===== src/term_pkg.sv =====
`default_nettype none

package term_pkg;

   // terminal numbers seen on the upper half of the bus address
   localparam logic [15:0] TERM_LOOKUP_MAP = 16'h0021;
   localparam logic [15:0] TERM_CONTROL    = 16'h0022;

   // register selects inside the control terminal
   localparam logic [3:0] CTRL_REG_ENABLE  = 4'h0;
   localparam logic [3:0] CTRL_REG_TERM_ID = 4'h1;

   // ~~~~~~~~~~~~~~~~~~~~~~~~~~~~~~~~~~~~~~~~~~~~~~~~~~~~~~~~~~~~~~~~~~~~~
   // bus address, read as table index or as register select
   // ~~~~~~~~~~~~~~~~~~~~~~~~~~~~~~~~~~~~~~~~~~~~~~~~~~~~~~~~~~~~~~~~~~~~~
   typedef union packed {
      struct packed {
         logic [15:0] term;
         logic [7:0]  rsvd;
         logic [7:0]  index;
      } tbl;
      struct packed {
         logic [15:0] term;
         logic [11:0] rsvd;
         logic [3:0]  sel;
      } ctrl;
   } term_addr_u;

endpackage

`default_nettype wire


===== src/pixel_pkg.sv =====
`default_nettype none

package pixel_pkg;

   localparam int DTYPE_WIDTH = 4;
   localparam int META_WIDTH  = 16;

   // data-type codes carried with every beat
   localparam logic [DTYPE_WIDTH-1:0] DTYPE_NONE        = 4'h0;
   localparam logic [DTYPE_WIDTH-1:0] DTYPE_FRAME       = 4'h1;
   localparam logic [DTYPE_WIDTH-1:0] DTYPE_FRAME_START = 4'h2;
   localparam logic [DTYPE_WIDTH-1:0] DTYPE_FRAME_END   = 4'h3;
   localparam logic [DTYPE_WIDTH-1:0] DTYPE_ROW_START   = 4'h4;
   localparam logic [DTYPE_WIDTH-1:0] DTYPE_ROW_END     = 4'h5;
   // metadata beats, never remapped
   localparam logic [DTYPE_WIDTH-1:0] DTYPE_META        = 4'h8;

endpackage

`default_nettype wire


===== src/lut_ram.sv =====
`timescale 1ns/1ns
`default_nettype none

module lut_ram #(
   parameter int PIXEL_WIDTH = 8
) (
   input  wire logic                   di_clk,
   input  wire logic [PIXEL_WIDTH-1:0] tbl_addr,
   input  wire logic                   tbl_we,
   input  wire logic [PIXEL_WIDTH-1:0] tbl_wdata,
   output logic      [PIXEL_WIDTH-1:0] tbl_rdata,
   input  wire logic [PIXEL_WIDTH-1:0] pix_addr,
   output logic      [PIXEL_WIDTH-1:0] pix_data
);

   localparam int DEPTH = 2 ** PIXEL_WIDTH;

   logic [PIXEL_WIDTH-1:0] mem [DEPTH];

   // port a, bus side, read-first
   always_ff @(posedge di_clk) begin
      if (tbl_we) begin
         mem[tbl_addr] <= tbl_wdata;
      end
      tbl_rdata <= mem[tbl_addr];
   end

   // port b, pixel side
   // same-cycle write from port a still shows the old entry here
   always_ff @(posedge di_clk) begin
      pix_data <= mem[pix_addr];
   end

endmodule

`default_nettype wire


===== src/term_bus_slave.sv =====
`timescale 1ns/1ns
`default_nettype none

module term_bus_slave #(
   parameter int PIXEL_WIDTH   = 8,
   parameter int DI_DATA_WIDTH = 16
) (
   input  wire logic                     di_clk,
   input  wire logic                     resetb,
   input  wire logic                     wb_cyc,
   input  wire logic                     wb_stb,
   input  wire logic                     wb_we,
   input  wire logic [31:0]              wb_adr,
   input  wire logic [DI_DATA_WIDTH-1:0] wb_dat_w,
   output logic      [DI_DATA_WIDTH-1:0] wb_dat_r,
   output logic                          wb_ack,
   output logic                          wb_err,
   output logic      [PIXEL_WIDTH-1:0]   tbl_addr,
   output logic                          tbl_we,
   output logic      [PIXEL_WIDTH-1:0]   tbl_wdata,
   input  wire logic [PIXEL_WIDTH-1:0]   tbl_rdata,
   output logic                          map_enable
);

   localparam logic ST_IDLE = 1'b0;
   localparam logic ST_RESP = 1'b1;

   term_pkg::term_addr_u adr_u;

   logic       state;
   logic       start;
   logic       hit_tbl;
   logic       hit_ctrl;
   logic       acc_we;
   logic       acc_tbl;
   logic       acc_ctrl;
   logic [3:0] acc_sel;

   assign adr_u    = wb_adr;
   assign hit_tbl  = (adr_u.tbl.term == term_pkg::TERM_LOOKUP_MAP);
   assign hit_ctrl = (adr_u.ctrl.term == term_pkg::TERM_CONTROL);

   // hold off while the response is still on the bus
   assign start = (state == ST_IDLE) && wb_cyc && wb_stb && !wb_ack && !wb_err;

   // table access goes straight to port a in the first cycle
   assign tbl_addr  = PIXEL_WIDTH'(adr_u.tbl.index);
   assign tbl_we    = start && wb_we && hit_tbl;
   assign tbl_wdata = wb_dat_w[PIXEL_WIDTH-1:0];

   // ~~~~~~~~~~~~~~~~~~~~~~~~~~~~~~~~~~~~~~~~~~~~~~~~~~~~~~~~~~~~~~~~~~~~~
   // access sequencer
   // ~~~~~~~~~~~~~~~~~~~~~~~~~~~~~~~~~~~~~~~~~~~~~~~~~~~~~~~~~~~~~~~~~~~~~
   always_ff @(posedge di_clk or negedge resetb) begin
      if (!resetb) begin
         state      <= ST_IDLE;
         acc_we     <= 1'b0;
         acc_tbl    <= 1'b0;
         acc_ctrl   <= 1'b0;
         acc_sel    <= 4'h0;
         map_enable <= 1'b0;
         wb_ack     <= 1'b0;
         wb_err     <= 1'b0;
         wb_dat_r   <= '0;
      end else begin
         wb_ack <= 1'b0;
         wb_err <= 1'b0;
         case (state)
            ST_IDLE: begin
               if (start) begin
                  state    <= ST_RESP;
                  acc_we   <= wb_we;
                  acc_tbl  <= hit_tbl;
                  acc_ctrl <= hit_ctrl;
                  acc_sel  <= adr_u.ctrl.sel;
                  if (wb_we && hit_ctrl && adr_u.ctrl.sel == term_pkg::CTRL_REG_ENABLE) begin
                     map_enable <= wb_dat_w[0];
                  end
               end
            end
            ST_RESP: begin
               state    <= ST_IDLE;
               wb_ack   <= acc_tbl || acc_ctrl;
               wb_err   <= !(acc_tbl || acc_ctrl);
               wb_dat_r <= '0;
               if (!acc_we && acc_tbl) begin
                  wb_dat_r <= DI_DATA_WIDTH'(tbl_rdata);
               end else if (!acc_we && acc_ctrl) begin
                  if (acc_sel == term_pkg::CTRL_REG_ENABLE) begin
                     wb_dat_r <= DI_DATA_WIDTH'(map_enable);
                  end else if (acc_sel == term_pkg::CTRL_REG_TERM_ID) begin
                     wb_dat_r <= DI_DATA_WIDTH'(term_pkg::TERM_LOOKUP_MAP);
                  end
               end
            end
            default: state <= ST_IDLE;
         endcase
      end
   end

endmodule

`default_nettype wire


===== src/lookup_map.sv =====
`timescale 1ns/1ns
`default_nettype none

module lookup_map #(
   parameter int PIXEL_WIDTH = 8
) (
   input  wire logic                                 di_clk,
   input  wire logic                                 resetb,
   input  wire logic                                 map_enable,
   input  wire logic                                 dvi,
   input  wire logic        [pixel_pkg::DTYPE_WIDTH-1:0] dtypei,
   input  wire logic        [PIXEL_WIDTH-1:0]        y,
   input  wire logic signed [PIXEL_WIDTH-1:0]        u,
   input  wire logic signed [PIXEL_WIDTH-1:0]        v,
   input  wire logic        [pixel_pkg::META_WIDTH-1:0] meta_datai,
   output logic             [PIXEL_WIDTH-1:0]        pix_addr,
   input  wire logic        [PIXEL_WIDTH-1:0]        pix_data,
   output logic                                      dvo,
   output logic             [pixel_pkg::DTYPE_WIDTH-1:0] dtypeo,
   output logic             [PIXEL_WIDTH-1:0]        yo,
   output logic signed      [PIXEL_WIDTH-1:0]        uo,
   output logic signed      [PIXEL_WIDTH-1:0]        vo,
   output logic             [pixel_pkg::META_WIDTH-1:0] meta_datao
);

   logic                              dv_s1;
   logic                              sel_s1;
   logic [pixel_pkg::DTYPE_WIDTH-1:0] dtype_s1;
   logic [PIXEL_WIDTH-1:0]            y_s1;
   logic signed [PIXEL_WIDTH-1:0]     u_s1;
   logic signed [PIXEL_WIDTH-1:0]     v_s1;
   logic [pixel_pkg::META_WIDTH-1:0]  meta_s1;

   // table lookup starts from the raw input
   assign pix_addr = y;

   // ~~~~~~~~~~~~~~~~~~~~~~~~~~~~~~~~~~~~~~~~~~~~~~~~~~~~~~~~~~~~~~~~~~~~~
   // stage one, wait for the table read
   // ~~~~~~~~~~~~~~~~~~~~~~~~~~~~~~~~~~~~~~~~~~~~~~~~~~~~~~~~~~~~~~~~~~~~~
   always_ff @(posedge di_clk or negedge resetb) begin
      if (!resetb) begin
         dv_s1    <= 1'b0;
         sel_s1   <= 1'b0;
         dtype_s1 <= '0;
         y_s1     <= '0;
         u_s1     <= '0;
         v_s1     <= '0;
         meta_s1  <= '0;
      end else begin
         dv_s1    <= dvi;
         // only frame data is remapped
         sel_s1   <= map_enable && (dtypei == pixel_pkg::DTYPE_FRAME);
         dtype_s1 <= dtypei;
         y_s1     <= y;
         u_s1     <= u;
         v_s1     <= v;
         meta_s1  <= meta_datai;
      end
   end

   // stage two, pick mapped or original y
   always_ff @(posedge di_clk or negedge resetb) begin
      if (!resetb) begin
         dvo        <= 1'b0;
         dtypeo     <= '0;
         yo         <= '0;
         uo         <= '0;
         vo         <= '0;
         meta_datao <= '0;
      end else begin
         dvo        <= dv_s1;
         dtypeo     <= dtype_s1;
         yo         <= sel_s1 ? pix_data : y_s1;
         uo         <= u_s1;
         vo         <= v_s1;
         meta_datao <= meta_s1;
      end
   end

endmodule

`default_nettype wire


===== src/pixel_lut_top.sv =====
`timescale 1ns/1ns
`default_nettype none

module pixel_lut_top #(
   parameter int PIXEL_WIDTH   = 8,
   parameter int DI_DATA_WIDTH = 16
) (
   input  wire logic                                 di_clk,
   input  wire logic                                 resetb,
   input  wire logic                                 wb_cyc,
   input  wire logic                                 wb_stb,
   input  wire logic                                 wb_we,
   input  wire logic        [31:0]                   wb_adr,
   input  wire logic        [DI_DATA_WIDTH-1:0]      wb_dat_w,
   output logic             [DI_DATA_WIDTH-1:0]      wb_dat_r,
   output logic                                      wb_ack,
   output logic                                      wb_err,
   input  wire logic                                 dvi,
   input  wire logic        [pixel_pkg::DTYPE_WIDTH-1:0] dtypei,
   input  wire logic        [PIXEL_WIDTH-1:0]        y,
   input  wire logic signed [PIXEL_WIDTH-1:0]        u,
   input  wire logic signed [PIXEL_WIDTH-1:0]        v,
   input  wire logic        [pixel_pkg::META_WIDTH-1:0] meta_datai,
   output logic                                      dvo,
   output logic             [pixel_pkg::DTYPE_WIDTH-1:0] dtypeo,
   output logic             [PIXEL_WIDTH-1:0]        yo,
   output logic signed      [PIXEL_WIDTH-1:0]        uo,
   output logic signed      [PIXEL_WIDTH-1:0]        vo,
   output logic             [pixel_pkg::META_WIDTH-1:0] meta_datao
);

   logic [PIXEL_WIDTH-1:0] tbl_addr;
   logic                   tbl_we;
   logic [PIXEL_WIDTH-1:0] tbl_wdata;
   logic [PIXEL_WIDTH-1:0] tbl_rdata;
   logic [PIXEL_WIDTH-1:0] pix_addr;
   logic [PIXEL_WIDTH-1:0] pix_data;
   logic                   map_enable;

   // bus decode and control register
   term_bus_slave #(
      .PIXEL_WIDTH   (PIXEL_WIDTH),
      .DI_DATA_WIDTH (DI_DATA_WIDTH)
   ) term_bus_slave_i (
      .di_clk     (di_clk),
      .resetb     (resetb),
      .wb_cyc     (wb_cyc),
      .wb_stb     (wb_stb),
      .wb_we      (wb_we),
      .wb_adr     (wb_adr),
      .wb_dat_w   (wb_dat_w),
      .wb_dat_r   (wb_dat_r),
      .wb_ack     (wb_ack),
      .wb_err     (wb_err),
      .tbl_addr   (tbl_addr),
      .tbl_we     (tbl_we),
      .tbl_wdata  (tbl_wdata),
      .tbl_rdata  (tbl_rdata),
      .map_enable (map_enable)
   );

   lut_ram #(
      .PIXEL_WIDTH (PIXEL_WIDTH)
   ) lut_ram_i (
      .di_clk    (di_clk),
      .tbl_addr  (tbl_addr),
      .tbl_we    (tbl_we),
      .tbl_wdata (tbl_wdata),
      .tbl_rdata (tbl_rdata),
      .pix_addr  (pix_addr),
      .pix_data  (pix_data)
   );

   // y remap, two cycles through
   lookup_map #(
      .PIXEL_WIDTH (PIXEL_WIDTH)
   ) lookup_map_i (
      .di_clk     (di_clk),
      .resetb     (resetb),
      .map_enable (map_enable),
      .dvi        (dvi),
      .dtypei     (dtypei),
      .y          (y),
      .u          (u),
      .v          (v),
      .meta_datai (meta_datai),
      .pix_addr   (pix_addr),
      .pix_data   (pix_data),
      .dvo        (dvo),
      .dtypeo     (dtypeo),
      .yo         (yo),
      .uo         (uo),
      .vo         (vo),
      .meta_datao (meta_datao)
   );

endmodule

`default_nettype wire


===== config.mk =====
export PLATFORM = sky130hd
export DESIGN_NAME = pixel_lut_top
export DESIGN_NICKNAME = d
export VERILOG_FILES = /design/src/term_pkg.sv /design/src/pixel_pkg.sv /design/src/lut_ram.sv /design/src/term_bus_slave.sv /design/src/lookup_map.sv /design/src/pixel_lut_top.sv
export SDC_FILE = /design/constraint.sdc
export NUM_CORES = 2
export LEC_CHECK = 0
export BUFFER_PORTS_ARGS = -buffer_cell sky130_fd_sc_hd__buf_2
export CAP_MARGIN = 20
export CORE_AREA = 10 10 457 459
export CTS_CLUSTER_DIAMETER = 120
export CTS_CLUSTER_SIZE = 14
export DETAILED_ROUTE_END_ITERATION = 16
export DIE_AREA = 0 0 467 469
export PLACE_DENSITY = 0.77
export SYNTH_ARGS = -nofsm -noshare
export SYNTH_HDL_FRONTEND = slang
export SYNTH_SLANG_ARGS = --single-unit
export TNS_END_PERCENT = 30

===== constraint.sdc =====
create_clock -name di_clk -period 3.6 [get_ports di_clk]
set_input_delay 0.72 -clock di_clk [delete_from_list [all_inputs] [get_ports di_clk]]
set_output_delay 0.72 -clock di_clk [all_outputs]
set_load 0.01 [all_outputs]

; ---- Yosys cells after proc, flatten, opt, wreduce, memory -nomap -nowiden
; Memory sizes are Yosys's and may differ from the RTL's. A register that Yosys moved wholly into a read port is not among the register bits.
; Cells that the tools add are included.
[classes]
mux = 11
n_eq_ne = 4
reduce_logical = 20
bitwise_logic = 1
[op_table]
columns = op, count
row1 = 16-bit two-way mux, 3
row2 = "16-bit by 6-bit equality test with 1-bit output, second input constant", 2
row3 = 1-bit logical AND, 11
row4 = "4-bit by 1-bit equality test with 1-bit output, second input constant", 2
row5 = 4-bit logical NOT, 2
row6 = 8-bit two-way mux, 1
row7 = 6-bit two-way mux, 1
row8 = 1-bit two-way mux, 5
row9 = 1-bit logical NOT, 4
row10 = 3-bit AND reduction, 1
row11 = 1-bit case mux with 2 select lines, 1
row12 = 2-bit AND reduction, 1
row13 = 1-bit logical OR, 1
row14 = 1-bit NOT, 1
[totals]
output_inout_bits = 63
regBits = 118
mem_count = 1
ram_bits = 2048
[mem_list]
columns = memory, words, word_bits, read_ports, rd_ports_with_merged_regs, wr, line_no
row1 = lut_ram_i.mem, 256, 8, 2, 2, 1, lut_ram.sv:18  ; logic [PIXEL_WIDTH-1:0] mem [DEPTH];

; ---- Longest topological paths before layout
[logic_depth]
ltp_word = 9
mapped_depth = 12
mapped_depth_nobuf = 6

; ---- Cells and area by module
; From an unflattened synthesis, not the netlist that was laid out.
[hier_totals]
hier_cells = 5035
hier_area_um2 = 99763.2
[by_module_without_submodules]
columns = module, area_each_um2, instances, seq_area_each_um2, cells_each
row1 = lut_ram, 96204.8, 1, 61819.3, 4820
row2 = lookup_map, 2482.4, 1, 2277.2, 110
row3 = term_bus_slave, 1076.0, 1, 475.5, 105

; ---- Worst setup path after synthesis
; No wires, ideal clock.
[synth_path]
path_kind = input port to flip-flop
start = in wb_adr[1]
end = mem lut_ram_i.mem[98][0], enable pin
n_path_buf = 7
slack_ns = 0.295
setup_ns = 0.370
path_stages = 10
arrival_time_ns = 2.934
cell_sequence = buf_2 -> buf_2 -> buf_2 -> buf_2 -> buf_2 -> buf_2 -> and3b_1 -> nand2_1 -> clkbuf_1 -> nor2_1
[synth_rtl]
columns = item, line_no
row1 = from (decl), pixel_lut_top.sv:13  ; input wire logic [31:0] wb_adr,
row2 = to (decl), lut_ram.sv:18
; Straight into the memory's write port.

==> results_dict.tcl <==
set metrics [dict create \
    ioPinCount 161 \
    setup_tns_ns 0 \
    synth_common_cells "edfxtp_1, mux4_2, mux2i_1" \
    antenna_found_initial 21 \
    clock-sinks 2174 \
    synth_compound_area_share_pct 3.378 \
    dieArea_um2 219000 \
    highest_layer "met5" \
    num_vias 60090 \
    setup_viol 0 \
    synthTopCellsByArea "edfxtp_1, mux4_2, mux2i_1" \
    ys_seq_area_share_pct 65.11 \
    avgSynthCellArea_um2 19.96 \
    fin_crit_sh_pct 93.66 \
    clockRootBuffer "clkbuf_16" \
    ant_nets 0 \
    layout_min_cycle_time_ns 3.372 \
    end_kind "register" \
    synthXorXnorAreaFrac_pct 0 \
    grt_pass1_wl_um 447400 \
    p_per_area_nw_per_um2 441.5 \
    die_w_um 467 \
    yosysWarnings 0 \
    synth.distinct_cells 61 \
    die_h_um 469 \
    firstDrtPassIters 6 \
    synth.most_common_cell "edfxtp_1" \
    met1_length_um 101800 \
    start_kind "input pin" \
    synthArstFlopShare_pct 5.060 \
    overflow 0 \
    synth_top_family_by_area "multiplexers" \
    p_leak_uw 0.03792 \
    postSynthCellCount 4969 \
    clock.fmax_mhz 296.6 \
    synth_fa_ha_area_share_pct 0 \
    path_class "input pin to register" \
    h-tree-depth 4 \
    numCtsBuffers 173 \
    drv_slew 0 \
    synthMuxAreaShare_pct 26.69 \
    tightest_slew_ns 1.061 \
    viasPerCell 7.016 \
    met2_length_um 145700 \
    synth_top_area_share_pct 62.01 \
    wl_per_cell_um 37.00 \
    placed_cell_area_um2 109300 \
    row_count 164 \
    worstPathMaxFanout 24 \
    wl_met3_um 45230 \
    clk_path_buf_depth 3 \
    initial_core_util_pct 49.78 \
    clock_latency_ns 0.86 \
    synth_area_leader_cell "edfxtp_1" \
    drt-total-wl_um 316900 \
    crit_required_ns 4.29 \
    relSlewSlack_pct 28.60 \
    coreArea_um2 199200 \
    critical_path_buf_inv_count 4 \
    maxCapViolations 0 \
    io_buffers 136 \
    hp-class "input pin to register" \
    ys_seq_elements 2174 \
    rsz0062_at_grt "false" \
    fin_area_um2 114600 \
    skew_ns 0.03580 \
    track_usage_pct 28.62 \
    hpwl_um 219800 \
    critPathTopFamily "multiplexers" \
    drtIter0Drc 11150 \
    layout-drive-gt1-share_pct 39.12 \
    syn_area_um2 99180 \
    areaGrowthSynthToFinish_pct 15.56 \
    crit_chain "buf_8, buf_12, buf_4, mux4_2, mux4_2, a311o_1, nor3_1, buf_4, nor4_1" \
    drc 0 \
    max-vdd-ir-drop_mv 0.4489 \
    grt_pass1_vias 60140 \
    cts.clk_slew.worst_paths_ns 0.07 \
    finalHoldViolations 0 \
    final_util_pct 57.52 \
    cts_tree "done" \
    synth-edff-count 2048 \
    hold-worst-slack_ns 0.1062 \
    place_congestion 1.025 \
    cp_data_arrival_time_ns 4.06 \
    synthFlopType "edfxtp_1" \
    slowest_stage "nor3_1" \
    crit_path_max_incr_delay_ns 0.83 \
    synth-simple-area-share_pct 2.592 \
    grt_max_degree 126 \
    outcome "completed" \
    layout.nets 5915 \
]
-- report_power, final --
group / internal [µW] / switching, µW / leakage (µW)
Combinational: 2050 / 2840 / 0.0157
Clock: 9030 / 8870 / 0.00235
Sequential: 27700 / 92.7 / 0.0198
-- cell type report --
| class | count | area [µm²] |
|---|---|---|
| antenna | 6 | 15.01 |
| clock buffer | 249 | 4700 |
| clock inverter | 12 | 171.4 |
| fill | 14180 | 84630 |
| inverter | 15 | 61.31 |
| multi-input combinational | 2376 | 32470 |
| sequential | 2174 | 64570 |
| tap | 2656 | 3323 |
| timing repair buffer | 1077 | 9298 |
-- final timing paths --
| kind | startpoint | end | slack [ns] | cells past startpoint |
|---|---|---|---|---|
| max | y[0] | lut_ram_i.pix_data[2] | 0.23 | 9 |
| min | y[6] | lookup_map_i.y_s1[6] | 0.11 | 1 |
| max reg2reg | lut_ram_i.mem[235][2] | lut_ram_i.pix_data[2] | 0.54 | 6 |
| min reg2reg | lookup_map_i.dv_s1 | lookup_map_i.dvo | 0.34 | 0 |
| max in group asynchronous | resetb | lookup_map_i.meta_s1[0] | 2.20 | 4 |
| min in group asynchronous | resetb | lookup_map_i.dtypeo[3] | 0.53 | 2 |
-- registers in the layout, indices dropped and copies added, names as in the netlist, 4 cells and up --
register,cells
term_bus_slave_i.wb_dat_r,8
lookup_map_i.yo,8
lut_ram_i.tbl_rdata,8
lookup_map_i.dtype_s1,4
lut_ram_i.pix_data,8
lookup_map_i.u_s1,8
lookup_map_i.meta_datao,16
lookup_map_i.vo,8
lut_ram_i.mem,2048
lookup_map_i.v_s1,8
lookup_map_i.dtypeo,4
term_bus_slave_i.acc_sel,4
lookup_map_i.meta_s1,16
lookup_map_i.uo,8
lookup_map_i.y_s1,8
-- worst register-to-register path, cell delays in order, from the launching register on --
cell      delay, ns
edfxtp_1       0.39
mux4_2         0.56
mux4_2         0.47
a311o_1        0.36
nor3_1         0.83
buf_4          0.24
nor4_1         0.05
-- cells in the final DEF (no fill, tap or decap), types with 9 or more instances in the layout --
| cell | n |
|---|---|
| a211oi_1 | 38 |
| a21oi_1 | 39 |
| a221oi_1 | 24 |
| a22o_1 | 28 |
| a22oi_1 | 65 |
| a311oi_1 | 9 |
| buf_12 | 106 |
| buf_2 | 120 |
| buf_4 | 799 |
| clkbuf_1 | 72 |
| clkbuf_16 | 177 |
| dfrtp_1 | 110 |
| dfxtp_1 | 16 |
| dlygate4sd3_1 | 38 |
| edfxtp_1 | 2048 |
| inv_1 | 13 |
| mux2_2 | 25 |
| mux2i_1 | 290 |
| mux4_2 | 1034 |
| nand2_1 | 97 |
| nand2b_1 | 22 |
| nand3_1 | 36 |
| nand4_1 | 14 |
| nor2_1 | 288 |
| nor2b_1 | 14 |
| nor3_1 | 26 |
| nor4_1 | 31 |
| o21ai_0 | 11 |
| o221ai_1 | 82 |
| o22ai_1 | 84 |
| o31ai_1 | 10 |
| o32ai_1 | 10 |
-- metal layers --
| metal | up-vias | track usage (%) |
|---|---|---|
| met5 | - | 0 |
| met4 | 18 | 16.50 |
| met3 | 1030 | 8.558 |
| met2 | 4979 | 44.07 |
| met1 | 30990 | 36.31 |
| li1 | 23080 | - |
-- metrics by stage --
step	power (µW)	setup slack, ns	instances
6_report	50600	0.2284	8565
5_1_grt	51740	0.3219	8563
4_1_cts	50590	0.4448	8559
3_5_place_dp	33080	-0.4388	8260
3_3_place_gp	33000	-0.4162	8260
2_1_floorplan	30760	0.2954	4976
-- timing repair --
action,CTS,global route
hold buffers,38,0
buffers inserted,0,0
setup endpoints to repair,0,0
resized for setup,0,0
endpoints found under the hold margin,78,0
-- cells by family (layout without fill, tap and decap cells) --
| logic type | after synthesis | after routing |
|---|---|---|
| compound gates | 444 | 444 |
| flops | 2174 | 2174 |
| buf+inv | 426 | 1353 |
| other cells | 1 | 14 |
| mux | 1349 | 1349 |
| simple gates | 575 | 575 |
Power figures use the tool's default switching activity.
